--- src/verilog/bridge_msg_pkg.sv ---
`default_nettype none

package bridge_msg_pkg;

    // One byte on SPI, in the queue and on the UART
    typedef logic [7:0] byte_t;

    // Length of the debug message and width of an index into it
    localparam int MSG_LEN   = 16;
    localparam int MSG_IDX_W = $clog2(MSG_LEN);

    // "SPI debug data" followed by CR LF, entry 0 is sent first
    localparam byte_t DEBUG_MSG [MSG_LEN] = '{
        "S", "P", "I", " ",
        "d", "e", "b", "u",
        "g", " ", "d", "a",
        "t", "a", 8'h0D, 8'h0A
    };

endpackage

`default_nettype wire

--- src/verilog/bridge_cfg_pkg.sv ---
`default_nettype none

package bridge_cfg_pkg;

    // Board clock and UART line rate
    localparam logic [31:0] CLOCK_HZ  = 32'd27_000_000;  // 27 MHz crystal
    localparam logic [31:0] BAUD_RATE = 32'd115_200;     // Debug console rate

    // Clock cycles per UART bit, rounds down to 234
    localparam int BIT_CYCLES = int'(CLOCK_HZ / BAUD_RATE);

    // Width of the bit period down counter
    localparam int BAUD_CW = $clog2(BIT_CYCLES);

    // Byte queue between SPI and UART
    localparam int FIFO_DEPTH = 64;  // Entries
    localparam int FIFO_AW    = 6;   // Address width, log2 of FIFO_DEPTH

    // Flops on each SPI pin before use in the Clock domain
    localparam int SYNC_STAGES = 2;

endpackage

`default_nettype wire
--- src/verilog/spi_uart_bridge.sv ---
`timescale 1ns/1ps
`default_nettype none

module spi_uart_bridge import bridge_msg_pkg::*; (
    input  logic Clock,     // 27 MHz board clock
    input  logic rst,       // Sync reset, active high
    input  logic spi_sck,   // SPI clock
    input  logic spi_cs_n,  // SPI chip select, active low
    input  logic spi_mosi,  // SPI data in
    output logic spi_miso,  // SPI data out, previous byte
    output logic uart_tx,   // UART transmit line
    output logic match,     // Debug message seen in this frame
    output logic overflow   // Queue dropped a byte
);

    byte_t rx_byte;    // SPI byte to queue and checker
    logic  rx_valid;
    logic  cs_active;
    byte_t pop_data;   // Queue head to UART
    logic  empty;
    logic  pop;
    logic  run;        // UART frame in progress
    logic  bit_tick;

    spi_byte_rx u_spi_rx (
        .Clock     (Clock),
        .rst       (rst),
        .sck       (spi_sck),
        .cs_n      (spi_cs_n),
        .mosi      (spi_mosi),
        .miso      (spi_miso),
        .rx_byte   (rx_byte),
        .rx_valid  (rx_valid),
        .cs_active (cs_active)
    );

    byte_fifo u_fifo (
        .Clock     (Clock),
        .rst       (rst),
        .push      (rx_valid),
        .push_data (rx_byte),
        .pop       (pop),
        .pop_data  (pop_data),
        .empty     (empty),
        .full      (),          // Drop logic is inside the queue
        .overflow  (overflow)
    );

    baud_timer u_baud (
        .Clock    (Clock),
        .rst      (rst),
        .run      (run),
        .bit_tick (bit_tick)
    );

    uart_tx_seq u_uart_tx (
        .Clock    (Clock),
        .rst      (rst),
        .empty    (empty),
        .pop_data (pop_data),
        .bit_tick (bit_tick),
        .pop      (pop),
        .run      (run),
        .uart_tx  (uart_tx)
    );

    pattern_match u_match (
        .Clock     (Clock),
        .rst       (rst),
        .rx_byte   (rx_byte),
        .rx_valid  (rx_valid),
        .cs_active (cs_active),
        .match     (match)
    );

endmodule

`default_nettype wire

--- src/verilog/pattern_match.sv ---
`timescale 1ns/1ps
`default_nettype none

module pattern_match import bridge_msg_pkg::*; (
    input  logic  Clock,      // System clock
    input  logic  rst,        // Sync reset, active high
    input  byte_t rx_byte,    // Byte from SPI
    input  logic  rx_valid,   // Byte strobe
    input  logic  cs_active,  // Frame level
    output logic  match       // Frame carried the debug message
);

    logic [MSG_IDX_W:0] byte_idx;    // Bytes seen this frame, 0..MSG_LEN
    logic               all_eq;      // Every byte so far matched
    logic               frame_done;  // Pulse after the last message byte

    always_ff @(posedge Clock) begin
        if (rst || !cs_active) begin
            byte_idx   <= '0;          // Fresh count for the next frame
            all_eq     <= 1'b1;
            frame_done <= 1'b0;
            match      <= 1'b0;        // Drops once CS goes high
        end else begin
            frame_done <= 1'b0;
            if (rx_valid && byte_idx < MSG_LEN) begin
                byte_idx   <= byte_idx + 1'b1;
                all_eq     <= all_eq &&
                              (rx_byte == DEBUG_MSG[byte_idx[MSG_IDX_W-1:0]]);
                frame_done <= (byte_idx == MSG_LEN - 1);
            end
            // Extra bytes past the message leave the count at MSG_LEN
            if (frame_done) begin
                match <= all_eq;       // Sees the last compare too
            end
        end
    end

endmodule

`default_nettype wire

--- src/verilog/uart_tx_seq.sv ---
`timescale 1ns/1ps
`default_nettype none

module uart_tx_seq import bridge_msg_pkg::*; (
    input  logic  Clock,     // System clock
    input  logic  rst,       // Sync reset, active high
    input  logic  empty,     // Queue has nothing to send
    input  byte_t pop_data,  // Queue head
    input  logic  bit_tick,  // End of a bit period
    output logic  pop,       // Take the head byte
    output logic  run,       // Keeps the baud timer counting
    output logic  uart_tx    // Serial line, idles high
);

    typedef enum logic [1:0] {
        ST_IDLE,
        ST_START,
        ST_DATA,
        ST_STOP
    } state_t;

    state_t     state;
    byte_t      shreg;    // Bits still to send, LSB next
    logic [2:0] bit_idx;  // Data bit on the line

    assign pop = (state == ST_IDLE) && !empty;  // Head latched on this edge
    assign run = (state != ST_IDLE);

    always_ff @(posedge Clock) begin
        if (rst) begin
            state   <= ST_IDLE;
            bit_idx <= '0;
            uart_tx <= 1'b1;
        end else begin
            case (state)
                ST_IDLE: if (!empty) begin
                    state   <= ST_START;
                    uart_tx <= 1'b0;                  // Start bit
                end
                ST_START: if (bit_tick) begin
                    state   <= ST_DATA;
                    bit_idx <= '0;
                    uart_tx <= shreg[0];              // Data bit 0
                end
                ST_DATA: if (bit_tick) begin
                    if (bit_idx == 3'd7) begin
                        state   <= ST_STOP;
                        uart_tx <= 1'b1;              // Stop bit
                    end else begin
                        bit_idx <= bit_idx + 3'd1;
                        uart_tx <= shreg[1];          // Matches the shift below
                    end
                end
                ST_STOP: if (bit_tick) state <= ST_IDLE;  // Line stays high
                default: state <= ST_IDLE;
            endcase
        end
    end

    always_ff @(posedge Clock) begin
        if (pop) begin
            shreg <= pop_data;
        end else if (state == ST_DATA && bit_tick) begin
            shreg <= {1'b0, shreg[7:1]};             // LSB first
        end
    end

    a_idle_high: assert property (@(posedge Clock) disable iff (rst)
        (state == ST_IDLE) |-> uart_tx)
        else $error("UART line low while idle");

endmodule

`default_nettype wire

--- src/verilog/baud_timer.sv ---
`timescale 1ns/1ps
`default_nettype none

module baud_timer import bridge_cfg_pkg::*; (
    input  logic Clock,    // System clock
    input  logic rst,      // Sync reset, active high
    input  logic run,      // High for the whole UART frame
    output logic bit_tick  // One cycle at the end of each bit period
);

    logic [BAUD_CW-1:0] cnt;  // Cycles left in the current bit

    // Tick on the last cycle of the period
    assign bit_tick = run && (cnt == '0);

    always_ff @(posedge Clock) begin
        if (rst || !run || cnt == '0) begin
            cnt <= BAUD_CW'(BIT_CYCLES - 1);  // Full period from here
        end else begin
            cnt <= cnt - 1'b1;
        end
    end

endmodule

`default_nettype wire

--- src/verilog/byte_fifo.sv ---
`timescale 1ns/1ps
`default_nettype none

module byte_fifo import bridge_cfg_pkg::*, bridge_msg_pkg::*; (
    input  logic  Clock,      // System clock
    input  logic  rst,        // Sync reset, active high
    input  logic  push,       // Write strobe
    input  byte_t push_data,  // Byte to store
    input  logic  pop,        // Read strobe, only when not empty
    output byte_t pop_data,   // Head of queue, fall-through
    output logic  empty,
    output logic  full,
    output logic  overflow    // Sticky, a byte was dropped
);

    byte_t              mem [FIFO_DEPTH];  // Storage
    logic [FIFO_AW-1:0] wr_ptr;
    logic [FIFO_AW-1:0] rd_ptr;
    logic [FIFO_AW:0]   count;             // Occupancy 0..FIFO_DEPTH
    logic               do_push;
    logic               do_pop;

    assign empty    = (count == '0);
    assign full     = (count == FIFO_DEPTH[FIFO_AW:0]);
    assign do_push  = push && !full;       // Push into a full queue is lost
    assign do_pop   = pop && !empty;
    assign pop_data = mem[rd_ptr];         // Head always on the output

    always_ff @(posedge Clock) begin
        if (do_push) begin
            mem[wr_ptr] <= push_data;
        end
    end

    always_ff @(posedge Clock) begin
        if (rst) begin
            wr_ptr   <= '0;
            rd_ptr   <= '0;
            count    <= '0;
            overflow <= 1'b0;
        end else begin
            if (do_push) wr_ptr <= wr_ptr + 1'b1;  // Pointers wrap at depth
            if (do_pop)  rd_ptr <= rd_ptr + 1'b1;
            case ({do_push, do_pop})
                2'b10:   count <= count + 1'b1;
                2'b01:   count <= count - 1'b1;
                default: count <= count;   // Idle or push with pop
            endcase
            if (push && full) overflow <= 1'b1;     // Held until reset
        end
    end

    a_no_pop_empty: assert property (@(posedge Clock) disable iff (rst)
        pop |-> !empty)
        else $error("pop while queue empty");

endmodule

`default_nettype wire

--- src/verilog/spi_byte_rx.sv ---
`timescale 1ns/1ps
`default_nettype none

module spi_byte_rx import bridge_cfg_pkg::*, bridge_msg_pkg::*; (
    input  logic  Clock,     // System clock
    input  logic  rst,       // Sync reset, active high
    input  logic  sck,       // SPI clock from master, async
    input  logic  cs_n,      // Chip select, active low
    input  logic  mosi,      // Master out slave in
    output logic  miso,      // Master in slave out
    output byte_t rx_byte,   // Last completed byte, also the reply
    output logic  rx_valid,  // One cycle per completed byte
    output logic  cs_active  // Synced chip select level
);

    logic [SYNC_STAGES-1:0] sck_sync;   // Pin synchronizers
    logic [SYNC_STAGES-1:0] cs_sync;
    logic [SYNC_STAGES-1:0] mosi_sync;
    logic       sck_d;                  // Synced SCK one cycle back
    logic       cs_d;                   // cs_active one cycle back
    logic       sck_rise;
    logic       sck_fall;
    logic       cs_fall;
    logic [2:0] bit_cnt;                // Bits taken in the current byte
    logic [6:0] rx_shift;               // First seven bits of the byte in flight
    byte_t      tx_shift;               // Reply shifter, MSB on the pin

    assign cs_active = ~cs_sync[SYNC_STAGES-1];
    assign sck_rise  = sck_sync[SYNC_STAGES-1] & ~sck_d;  // Mode 0 sample edge
    assign sck_fall  = ~sck_sync[SYNC_STAGES-1] & sck_d;  // Mode 0 launch edge
    assign cs_fall   = cs_active & ~cs_d;                 // Frame start
    assign miso      = tx_shift[7];

    always_ff @(posedge Clock) begin
        if (rst) begin
            sck_sync  <= '0;
            cs_sync   <= '1;          // Deselected
            mosi_sync <= '0;
            sck_d     <= 1'b0;
            cs_d      <= 1'b0;
        end else begin
            sck_sync  <= {sck_sync[SYNC_STAGES-2:0], sck};
            cs_sync   <= {cs_sync[SYNC_STAGES-2:0], cs_n};
            mosi_sync <= {mosi_sync[SYNC_STAGES-2:0], mosi};
            sck_d     <= sck_sync[SYNC_STAGES-1];
            cs_d      <= cs_active;
        end
    end

    always_ff @(posedge Clock) begin
        if (rst) begin
            bit_cnt  <= '0;
            rx_valid <= 1'b0;
            rx_byte  <= '0;           // First reply after reset is zero
            tx_shift <= '0;
        end else begin
            rx_valid <= 1'b0;
            if (!cs_active) begin
                bit_cnt <= '0;        // Realign on every frame
            end else if (sck_rise) begin
                bit_cnt <= bit_cnt + 3'd1;  // Wraps after bit 7
                if (bit_cnt == 3'd7) begin
                    rx_byte  <= {rx_shift, mosi_sync[SYNC_STAGES-1]};
                    rx_valid <= 1'b1;
                end
            end
            if (cs_fall) begin
                tx_shift <= rx_byte;  // Reply ready before first rising SCK
            end else if (cs_active && sck_fall) begin
                // Byte boundary reloads the reply, else next bit
                tx_shift <= (bit_cnt == 3'd0) ? rx_byte : {tx_shift[6:0], 1'b0};
            end
        end
    end

    always_ff @(posedge Clock) begin
        if (cs_active && sck_rise) begin
            rx_shift <= {rx_shift[5:0], mosi_sync[SYNC_STAGES-1]};  // MSB first
        end
    end

    a_valid_in_frame: assert property (@(posedge Clock) disable iff (rst)
        rx_valid |-> cs_active)
        else $error("rx_valid outside a chip select frame");

endmodule

`default_nettype wire

--- config.mk ---
export PLATFORM = sky130hd
export DESIGN_NAME = spi_uart_bridge
export DESIGN_NICKNAME = d
export VERILOG_FILES = /design/src/verilog/bridge_msg_pkg.sv /design/src/verilog/bridge_cfg_pkg.sv /design/src/verilog/spi_uart_bridge.sv /design/src/verilog/pattern_match.sv /design/src/verilog/uart_tx_seq.sv /design/src/verilog/baud_timer.sv /design/src/verilog/byte_fifo.sv /design/src/verilog/spi_byte_rx.sv
export SDC_FILE = /design/constraint.sdc
export NUM_CORES = 1
export LEC_CHECK = 0
export BUFFER_PORTS_ARGS = -buffer_cell sky130_fd_sc_hd__buf_2
export CAP_MARGIN = 25
export CORE_ASPECT_RATIO = 1.75
export CORE_UTILIZATION = 65
export CTS_BUF_LIST = sky130_fd_sc_hd__clkbuf_16
export DETAILED_ROUTE_END_ITERATION = 6
export PLACE_DENSITY = 0.81
export SLEW_MARGIN = 10
export SYNTH_ARGS = -nofsm -noshare
export SYNTH_HDL_FRONTEND = slang
export SYNTH_SLANG_ARGS = --single-unit
--- constraint.sdc ---
create_clock -name Clock -period 7.5 [get_ports Clock]
set_input_delay 1.875 -clock Clock [delete_from_list [all_inputs] [get_ports Clock]]
set_output_delay 1.875 -clock Clock [all_outputs]
set_load 0.01 [all_outputs]
# Word level (Yosys, flattened, before mapping)
# Memories as Yosys holds them, arrays and structs flattened. A register that Yosys moved wholly into a read port is not among the register bits.
# Index checks and enable logic that the tools add are counted.
[classes]
n_bitwise = 10
n_mux = 28
n_lt_le_gt_ge = 2
n_eq_ne = 16
reduce_logical = 33
n_addsub = 8
[op_table]
columns = ["operator", "count"]
rows = [
  ["8-bit 2-to-1 mux", 7],
  ["7-bit one-hot mux with 2 select lines", 1],
  ["6-bit by 1-bit adder with 6-bit output (second input constant)", 2],
  ["6-bit 2-to-1 mux", 2],
  ["1-bit logical AND", 10],
  ["2-bit 2-to-1 mux", 5],
  ["2-bit nonzero test", 5],
  ["3-bit 2-to-1 mux", 3],
  ["8-bit equality test", 1],
  ["8-bit logical NOT", 1],
  ["2-bit by 1-bit != test with 1-bit output (second input constant)", 4],
  ["2-bit one-hot mux with 4 select lines", 1],
  ["4-bit AND reduction", 2],
  ["8-bit by 1-bit subtractor with 8-bit output (second input constant)", 1],
  ["7-bit by 1-bit adder with 7-bit output (second input constant)", 1],
  ["7-bit equality test (second input constant)", 1],
  ["7-bit logical NOT", 1],
  ["1-bit 2-to-1 mux", 7],
  ["7-bit by 1-bit subtractor with 7-bit output (second input constant)", 1],
  ["3-bit by 1-bit adder with 3-bit output (second input constant)", 2],
  ["2-bit equality test (second input constant)", 3],
  ["3-bit equality test (second input constant)", 2],
  ["1-bit inverter", 6],
  ["3-bit one-hot mux with 2 select lines", 1],
  ["other kinds (18)", 27],
]
[totals]
word_cells = 122
mem_bits_ro = 128
regBits = 85
ram_bits = 512
mem_count = 2
out_inout_bits = 4
[mem_list]
columns = ["name", "depth", "word_bits", "rd", "rd_clocked_by_memory_dff", "write_ports", "line", "source"]
rows = [
  ["u_fifo.mem", 64, 8, 1, 1, 1, "byte_fifo.sv:16", "byte_t mem [FIFO_DEPTH];"],
  ["(name not given)", 16, 8, 1, 0, 0, "pattern_match.sv:28", "(rx_byte == DEBUG_MSG[byte_idx[MSG_IDX_W-1:0]]);"],
]

# Longest topological paths before layout
# Gate-level depths: netlist of the first run.
[depth]
depth_word = 6
ltp_mapped = 16

# Modules after synthesis
# A second synthesis of the first run with hierarchy kept.
[hier_totals]
cells_unflattened = 1357
area_unflattened_um2 = 24395.9
[by_module_without_submodules]
columns = ["mod", "area_each_um2", "n_inst", "seq_area_each_um2", "cells_per_inst"]
rows = [
  ["byte_fifo", 21211.6, 1, 15895.2, 1046],
  ["spi_byte_rx", 1330.0, 1, 770.7, 119],
  ["uart_tx_seq", 787.0, 1, 360.3, 66],
  ["pattern_match", 688.2, 1, 160.2, 83],
  ["baud_timer", 379.1, 1, 160.2, 43],
]

# Least setup slack after synthesis of the first run
# No wires, ideal clock.
[synth_timing]
path_type = "reg-to-reg"
start = "reg u_fifo.count[3]"
end = "reg u_fifo.count[4]"
setup_time_ps = 121
slack_ps = 4074
arrival_ps = 3305
synth_period_minus_slack_ps = 3426
stages_incl_launch_ff = 16
cell_sequence = "dfxtp_1 -> buf_2 -> or4_1 -> o21ai_1 -> inv_2 -> buf_2 -> clkbuf_1 -> ha_1 -> clkbuf_1 -> clkbuf_1 -> xor2_1 -> ha_1 -> o31ai_1 -> a31oi_1 -> a31oi_1 -> mux2_2"
[synth_between]
elab_chain_cells = 6
word_cells_on_any_way = 13
classes_between = "2 x add/sub; 3 x eq/ne; 1 x mux; 7 x reduce/logical"
[synth_lines]
columns = ["item", "line", "source"]
rows = [
  ["from (decl)", "byte_fifo.sv:19", "logic [FIFO_AW:0] count;"],
  ["from (signal assigned)", "byte_fifo.sv:45", "2'b10: count <= count + 1'b1;"],
  ["from (signal assigned)", "byte_fifo.sv:46", "2'b01: count <= count - 1'b1;"],
  ["from (signal assigned)", "byte_fifo.sv:47", "default: count <= count;"],
  ["7-bit logical NOT *", "byte_fifo.sv:23", "assign empty = (count == '0);"],
  ["1-bit logical NOT *", "uart_tx_seq.sv:26", "assign pop = (state == ST_IDLE) && !empty;"],
  ["1-bit logical AND *", "uart_tx_seq.sv:26", ""],
  ["named net pop", "spi_uart_bridge.sv:21", "logic pop;"],
  ["1-bit logical AND *", "byte_fifo.sv:26", "assign do_pop = pop && !empty;"],
  ["2-bit by 1-bit equality test with 1-bit output or 2-bit equality test (tied branches)", "byte_fifo.sv:44", "case ({do_push, do_pop})"],
  ["7-bit one-hot mux with 2 select lines or 2-bit nonzero test (tied branches)", "n/a", ""],
]
# Mark *: on every way through the listed nets, which the timed path passes. The rest lies on a longest branch.
# A chain may end at the register's enable or synchronous reset.

==> metrics.cfg, run 1 <==
[outcome]
status = complete, but fails checks
violations = design-rule violations

[clocking]
postCtsSetupRepairBufs = 0
cts_sinks = 603
clk_pin_slew_ns = 0.07
clockRootBuffer = clkbuf_16
cts_resized = 0
cts_hold_buf = 0
clockBufferDepth = 3
htree_levels = 2
cts_buffers = 47
clkLatencyLatePin_ns = 0.59
cts_tree = built

[placement]
post-place-ws_ns = 3.81
dp_cells = 1805
routabilityCongestion = 0.931
place_area_um2 = 24400
dpl.hpwl_mm = 32.9
io_buffers = 8

[floorplan]
dieArea_um2 = 37600
initial_core_util = 0.662
coreArea_um2 = 36100
die_w_um = 147
rows = 92
die_y_um = 256
pin_count = 9

[cells_and_area]
final_cell_mix = edfxtp_1, nor2_1, mux4_2, a22oi_1, dfxtp_1
layout-drive-gt1-share = 0.172
fin_util = 0.723
syn_to_final_growth_pct = 9.11
fin_cells = 1897
num_antenna_cells = 0
nNetsFinal = 1416
postLayoutCellArea_um2 = 26100
final_common_cell = edfxtp_1

[detailed_routing]
wl_mm = 55.4
drt_pass1_iterations = 7
drc = 3
vias = 13100
via_per_inst = 6.88
drt_iter0_drc = 1407
wire_per_inst_um = 29.2
antenna_left = 0

[pwr]
p_comb_frac = 0.157
peakVddDrop_mv = 0.326
swShare = 0.263
p_per_area_nw_per_um2 = 297
clkPwrFrac = 0.349
leakagePower_nw = 8.27
p_total_mw = 7.77
switching_power_mw = 2.04
power_frac_seq = 0.495
p_int_mw = 5.73

[critical_path]
crit_type = flip-flop to flip-flop
start_kind = flip-flop
worstPathMaxFanout = 46
required_ns = 7.80
crit_path_end_kind = flip-flop
cp.arrival_ns = 4.40

[flow_run]
maxCapViolCount = 0

[global_route]
grt_pass1_vias = 13300
grt_pass1_wl_mm = 82.3
grt_max_degree = 83
antenna_found_initial = 0
overflow = 0
grt_util_all_layers = 0.303

[synthesis]
synth_nets = 1416
syn_area_um2 = 23900
netlist.area_leader.share = 0.661
ys_ff_latch = 603
syn_avg_cell_area_um2 = 17.2
synth_cells = 1388
yosys_warnings = 0
yosysSeqAreaShare = 0.724
synth_area_leader_cell = edfxtp_1
synth_flop_cell = edfxtp_1
synthTopCellsByArea = edfxtp_1, mux4_2, dfxtp_1
async_flop_share = 0
synth-edff-count = 527
synth_cell_types = 60

[sta]
timing.hold.ws_ns = 0.406
rsz0062_at_grt = false
timing.fmax_mhz = 244
setup_tns_ns = 0
finalHoldViolCount = 0
period_share = 0.547
drv_slew = 0
tightestPinTransition_ns = 1.08
finalSetupViolCount = 0
finClkSkew_ns = 0.0282
fin_crit_ns = 4.10
setup_ws_ns = 3.40
slew_headroom = 0.277

[worst_hold_path]
hp-start = u_spi_rx.cs_sync[0]
worstHoldPathType = flip-flop to flip-flop

[registers in the layout, indices dropped and copies added (netlist names), 2 cells and up, named ones only]
signal / cells
u_fifo.count: 7
u_fifo.rd_ptr: 6
u_spi_rx.rx_byte: 8
u_uart_tx.shreg: 8
u_match.byte_idx: 5
u_spi_rx.cs_sync: 2
u_uart_tx.state: 2
u_spi_rx.mosi_sync: 2
u_spi_rx.sck_sync: 2
u_spi_rx.rx_shift: 7
u_baud.cnt: 8
u_uart_tx.bit_idx: 3
u_spi_rx.bit_cnt: 3
u_fifo.wr_ptr: 6
u_spi_rx.tx_shift: 8
u_fifo.mem: 512
[final cells by class]
| class | instances | area (um2) |
|---|---|---|
| Clock buffer | 48 | 1200 |
| Clock inverter | 40 | 478 |
| Fill cell | 2097 | 10000 |
| Inverter | 22 | 82.6 |
| Multi-Input combinational cell | 686 | 6180 |
| Sequential cell | 603 | 17400 |
| Tap cell | 470 | 588 |
| Timing Repair Buffer | 28 | 226 |
[synthesized netlist by cell type, drive strengths merged (4+ instances only)]
cell type and instances:
nand3b 5, clkbuf 41, nand3 19, or3 9, a22oi 66, a211oi 15, inv 22, xor2 16
mux4 116, nand2 60, o21ai 19, a31oi 6, a21oi 57, nor2b 21, nor4 4, ha 23
or2 4, nand2b 7, nor3 6, and2 5, dfxtp 76, xnor2 13, edfxtp 527, nor2 126
nand4 7, mux2i 45, buf 36
[worst max-delay path, cell delays in order, from the launching register on]
cell	delay, ns
dfxtp_4	0.91
buf_4	0.80
mux4_2	0.61
a22oi_1	0.38
a21oi_1	0.14
o21ai_0	0.82
nand2_1	0.12
[final timing paths]
kind                         endpoint  slack (ns)  depth (start not counted)
setup / recovery   u_uart_tx.shreg[1]        3.40                          6
setup reg to reg   u_uart_tx.shreg[1]        3.40                          6
hold reg to reg   u_spi_rx.cs_sync[1]        0.41                          1
hold / removal    u_spi_rx.cs_sync[1]        0.41                          1
[cell families after synthesis]
kind of cell             share of synthesized area
AO/OA/AOI/OAI                               0.0498
XOR/XNOR                                    0.0106
adder cells (fa/ha/maj)                     0.0120
buffers and inverters                       0.0173
flip-flops                                   0.724
multiplexers                                 0.129
AND/OR/NAND/NOR                             0.0564
[per-layer routing]
metal / vias to the layer above / routed length [um] / global-route usage
li1: 5458 / - / -
met1: 6609 / 18000 / 0.344
met2: 808 / 29600 / 0.536
met3: 184 / 4150 / 0.0430
met4: 0 / 3710 / 0.189
met5: - / 0 / 0
[power groups by stage]
stage               Sequential, mW  Clock [mW]  Combinational (mW)
CTS                           3.83        2.72                1.20
finish                        3.84        2.71                1.22
global placement              3.92           0                1.13
detailed placement            3.91           0                1.17
floorplan                     3.78           0               0.955
global route                  3.85        2.83                1.28
Note: power is estimated with default switching activity, not from simulation.
==> run 2, diff against run 1 <==
CORE_UTILIZATION = 63   (was 65)
PLACE_DENSITY = 0.79   (was 0.81)
clock period = 4.2 ns   (was 7.5 ns; I/O delays follow)
==> metrics.cfg, run 2 (synthesized netlist as in run 1, its figures left out) <==
[outcome]
status = complete, but fails checks
violations = design-rule violations

[clocking]
clkLatencyLatePin_ns = 0.57  ; -0.02 ns
cts_hold_buf = 0  ; unchanged
cts_buffers = 47  ; unchanged
cts_sinks = 603  ; unchanged
clockRootBuffer = clkbuf_16
htree_levels = 2  ; unchanged
cts_resized = 0  ; unchanged
clk_pin_slew_ns = 0.07  ; about the same
postCtsSetupRepairBufs = 0  ; unchanged
cts_tree = built
clockBufferDepth = 3  ; unchanged

[placement]
io_buffers = 8  ; unchanged
place_area_um2 = 24500  ; +0.44%
dp_cells = 1823  ; +1.0%
post-place-ws_ns = 0.840  ; -2.97 ns
dpl.hpwl_mm = 31.9  ; -3.2%
routabilityCongestion = 0.872  ; -6.3%

[detailed_routing]
wl_mm = 50.1  ; -9.5%
drt_pass1_iterations = 7  ; unchanged
antenna_left = 0  ; unchanged
via_per_inst = 6.61  ; -4.0%
wire_per_inst_um = 26.2  ; -10%
drc = 13  ; +10
vias = 12600  ; -3.3%
drt_iter0_drc = 1379  ; -2.0%

[cells_and_area]
postLayoutCellArea_um2 = 26000  ; -0.53%
layout-drive-gt1-share = 0.166  ; -0.00607
syn_to_final_growth_pct = 8.53
fin_util = 0.693  ; -0.0301
nNetsFinal = 1422  ; +0.42%
final_cell_mix = edfxtp_1, nor2_1, mux4_2, a22oi_1, dfxtp_1
largest_reg_flops = 512  ; unchanged
num_antenna_cells = 0  ; unchanged
largest_register = u_fifo.mem
final_common_cell = edfxtp_1
fin_cells = 1911  ; +0.74%

[floorplan]
rows = 94  ; +2.2%
pin_count = 9  ; unchanged
die_w_um = 149  ; +1.6%
initial_core_util = 0.638  ; -0.0243
coreArea_um2 = 37500  ; +3.8%
die_y_um = 260  ; +1.6%
dieArea_um2 = 38800  ; +3.1%

[critical_path]
r2r-end = u_fifo.count[4]
r2r_cells = 10  ; +4
slowest_stage = or4_1
crit_chain = or4_1, o21ai_1, inv_2, ha_1, xor2_1, ha_1, o31ai_1, a31oi_1, a31oi_1, mux2_2
path_buf_inv = 1  ; unchanged
path_delay_family = adder cells
crit_path_end_kind = flip-flop
reg2reg_from = u_fifo.count[2]
cp_num_cells = 10  ; +4
start_kind = flip-flop
slowest_delay_ns = 0.61  ; -0.30 ns
endpoint = u_fifo.count[4]
worstPathMaxFanout = 20  ; -57%
crit_type = flip-flop to flip-flop
required_ns = 4.66  ; -3.14 ns
cp-startpoint = u_fifo.count[2]
reg2reg_slack_ns = 0.75  ; -2.65 ns
cp.arrival_ns = 3.91  ; -0.49 ns

[pwr]
p_total_mw = 13.1  ; +69%
leakagePower_nw = 8.28  ; +0.11%
peakVddDrop_mv = 0.540  ; +65%
p_per_area_nw_per_um2 = 504  ; +70%

[global_route]
overflow = 0  ; unchanged
antenna_found_initial = 0  ; unchanged
grt_pass1_wl_mm = 75.6  ; -8.2%
grt_pass1_vias = 12800  ; -4.0%
grt_max_degree = 68  ; -18%
grt_util_all_layers = 0.268  ; -0.0350

[sta]
drv_slew = 0  ; unchanged
setup_ws_ns = 0.750  ; -2.65 ns
tightestPinTransition_ns = 1.02  ; -0.0566 ns
finalHoldViolCount = 0  ; unchanged
finalSetupViolCount = 0  ; unchanged
setup_tns_ns = 0  ; unchanged
period_share = 0.822  ; +0.275
slew_headroom = 0.317  ; +0.0396
timing.fmax_mhz = 290  ; +19%
timing.hold.ws_ns = 0.410  ; +0.00454 ns
rsz0062_at_grt = false
fin_crit_ns = 3.45  ; -0.649 ns
finClkSkew_ns = 0.0134  ; -0.0148 ns

[worst_hold_path]
worstHoldPathType = flip-flop to flip-flop

[flow_run]
maxCapViolCount = 0  ; unchanged

==> run 2: changes by cell type in the layout (fill, tap and decap cells not counted), sizes merged <==
cell	before	now
buf	28	34
inv	26	41
clkinv	18	15
bufinv	10	3
clkinvlp	8	1
==> run 2: worst min path at each step <==
stage	start	to	cells after the start
floorplan	u_spi_rx.cs_sync[0]	u_spi_rx.cs_sync[1]	1
global placement	u_spi_rx.cs_sync[0]	u_spi_rx.cs_sync[1]	1
detailed placement	u_spi_rx.cs_sync[0]	u_spi_rx.cs_sync[1]	1
CTS	u_spi_rx.cs_sync[0]	u_spi_rx.cs_sync[1]	1
global route	u_spi_rx.cs_sync[0]	u_spi_rx.cs_sync[1]	1
finish	u_spi_rx.cs_sync[0]	u_spi_rx.cs_sync[1]	1
==> run 2: report_power, final <==
group,switching [mW],leakage [nW],internal (mW)
Sequential,0.203,5.51,6.57
Clock,1.98,0.772,2.26
Combinational,1.14,2.00,0.949
==> run 2: routing by layer <==
| metal | up-vias | GRT usage | wire [um] |
|---|---|---|---|
| li1 | 5452 | - | - |
| met1 | 6377 | 0.316 | 17600 |
| met2 | 632 | 0.480 | 26900 |
| met3 | 165 | 0.0295 | 2970 |
| met4 | 0 | 0.139 | 2680 |
| met5 | - | 0 | 0 |
==> run 2: cell type report <==
| type | count | area [um2] |
|---|---|---|
| Clock buffer | 48 | 1200 |
| Tap cell | 480 | 601 |
| Sequential cell | 603 | 17400 |
| Timing Repair Buffer | 34 | 305 |
| Fill cell | 2212 | 11500 |
| Inverter | 22 | 82.6 |
| Multi-Input combinational cell | 686 | 6180 |
| Clock inverter | 38 | 249 |
==> run 3, diff against run 2 <==
CORE_UTILIZATION = 57   (was 63)
PLACE_DENSITY = 0.76   (was 0.79)
clock period = 3.1 ns   (was 4.2 ns; I/O delays follow)
==> metrics.cfg, run 3 (synthesized netlist as in run 1, its figures left out) <==
[outcome]
violations = design-rule violations
status = complete, but fails checks

[floorplan]
die_y_um = 273  ; +5.1%
initial_core_util = 0.577  ; -0.0612
dieArea_um2 = 42900  ; +10%
coreArea_um2 = 41500  ; +11%
die_w_um = 157  ; +5.1%
pin_count = 9  ; unchanged
rows = 99  ; +5.3%

[detailed_routing]
wl_mm = 52.4  ; +4.4%
antenna_left = 0  ; unchanged
drc = 2  ; -11
wire_per_inst_um = 25.3  ; -3.6%
drt_pass1_iterations = 7  ; unchanged
vias = 12900  ; +2.6%
drt_iter0_drc = 1086  ; -21%
via_per_inst = 6.25  ; -5.4%

[global_route]
grt_pass1_vias = 13500  ; +5.4%
antenna_found_initial = 0  ; unchanged
grt_max_degree = 63  ; -7.4%
grt_util_all_layers = 0.256  ; -0.0115
grt_pass1_wl_mm = 79.9  ; +5.7%
overflow = 0  ; unchanged

[cells_and_area]
nNetsFinal = 1507  ; +6.0%
final_common_cell = edfxtp_1
syn_to_final_growth_pct = 11.9
layout-drive-gt1-share = 0.214  ; +0.0481
largest_register = u_fifo.mem
largest_reg_flops = 512  ; unchanged
n_fill_cell = 2739  ; +24%
final_cell_mix = edfxtp_1, nor2_1, mux4_2, buf_4, a22oi_1
fin_util = 0.646  ; -0.0471
num_antenna_cells = 0  ; unchanged

[critical_path]
path_buf_inv = 1  ; unchanged
cpMostUsedCell = a31oi_1
path_delay_family = simple AND/OR/NAND/NOR gates
worstPathMaxFanout = 8  ; -60%
cp.arrival_ns = 3.23  ; -0.68 ns
slowest_stage = or3b_2
slowest_delay_ns = 0.48  ; -0.13 ns
crit_type = flip-flop to flip-flop
start_kind = flip-flop
reg2reg_slack_ns = 0.33  ; -0.42 ns
crit_path_end_kind = flip-flop
crit_chain = nor4_2, a31oi_1, inv_1, ha_2, or3b_2, o31ai_1, a31oi_1, a31oi_1, mux2_2
required_ns = 3.56  ; -1.10 ns

[pwr]
p_total_mw = 18.1  ; +38%
p_per_area_nw_per_um2 = 675  ; +34%
leakagePower_nw = 8.73  ; +5.4%
peakVddDrop_mv = 0.835  ; +55%

[clocking]
cts_tree = built
cts_sinks = 603  ; unchanged
clkLatencyLatePin_ns = 0.57  ; about the same
cts_resized = 0  ; unchanged
htree_levels = 2  ; unchanged
clk_pin_slew_ns = 0.06  ; about the same
cts_hold_buf = 0  ; unchanged
clockBufferDepth = 3  ; unchanged
postCtsSetupRepairBufs = 0  ; unchanged
clockRootBuffer = clkbuf_16
cts_buffers = 47  ; unchanged

[sta]
finClkSkew_ns = 0.0196  ; +0.00617 ns
timing.fmax_mhz = 360  ; +24%
setup_tns_ns = 0  ; unchanged
drv_slew = 0  ; unchanged
rsz0062_at_grt = false
finalSetupViolCount = 0  ; unchanged
slew_headroom = 0.347  ; +0.0301
tightestPinTransition_ns = 0.979  ; -0.0413 ns
fin_crit_ns = 2.77  ; -0.676 ns
period_share = 0.895  ; +0.0735
finalHoldViolCount = 0  ; unchanged

[worst_hold_path]
worstHoldPathType = input port to flip-flop

[placement]
dpl.hpwl_mm = 34.3  ; +7.6%
routabilityCongestion = 0.869  ; -0.42%
io_buffers = 8  ; unchanged

[flow_run]
maxCapViolCount = 0  ; unchanged

run 3: changes by cell type in the layout (fill, tap and decap cells not counted), sizes merged:
cell	before	now
inv	41	33
clkbuf	48	49
clkinv	15	21
bufinv	3	4
buf	34	119
run 3: path summary, 6_finish.rpt:
path	end	from	cells past startpoint
worst min register to register	u_spi_rx.cs_sync[1]	u_spi_rx.cs_sync[0]	1
worst min-delay path	u_spi_rx.cs_sync[0]	spi_cs_n	2
worst max-delay path	u_fifo.count[4]	u_fifo.count[4]	9
worst max register to register	u_fifo.count[4]	u_fifo.count[4]	9
run 3: area by class of cell:
class                      count  area, um2  area share
tap                          555        694      0.0259
timing repair buffer         119        965      0.0360
clock inverter                37        259     0.00967
sequential                   603      17400       0.648
multi-input combinational    686       6190       0.231
clock buffer                  49       1230      0.0458
inverter                      22       82.6     0.00308
run 3: through the flow:
| stage | worst slack, ns | hold WS [ns] | area, um2 | cells |
|---|---|---|---|---|
| floorplan | 0.0152 | 0.389 | 24000 | 1388 |
| global placement | 0.470 | 0.396 | 25300 | 1981 |
| detailed placement | 0.406 | 0.407 | 25300 | 1984 |
| CTS | 0.380 | 0.375 | 26800 | 2070 |
| global route | 0.128 | 0.391 | 26800 | 2071 |
| finish | 0.325 | 0.398 | 26800 | 2071 |
run 3: routing by layer:
metal	track usage	wire (um)
met1	0.288	17700
met2	0.469	28700
met3	0.0292	2850
met4	0.144	3110
met5	0	0
run 3: where the power goes:
group,switching (mW),internal (mW)
clock,2.67,3.19
combinational,1.68,1.44
sequential,0.212,8.90
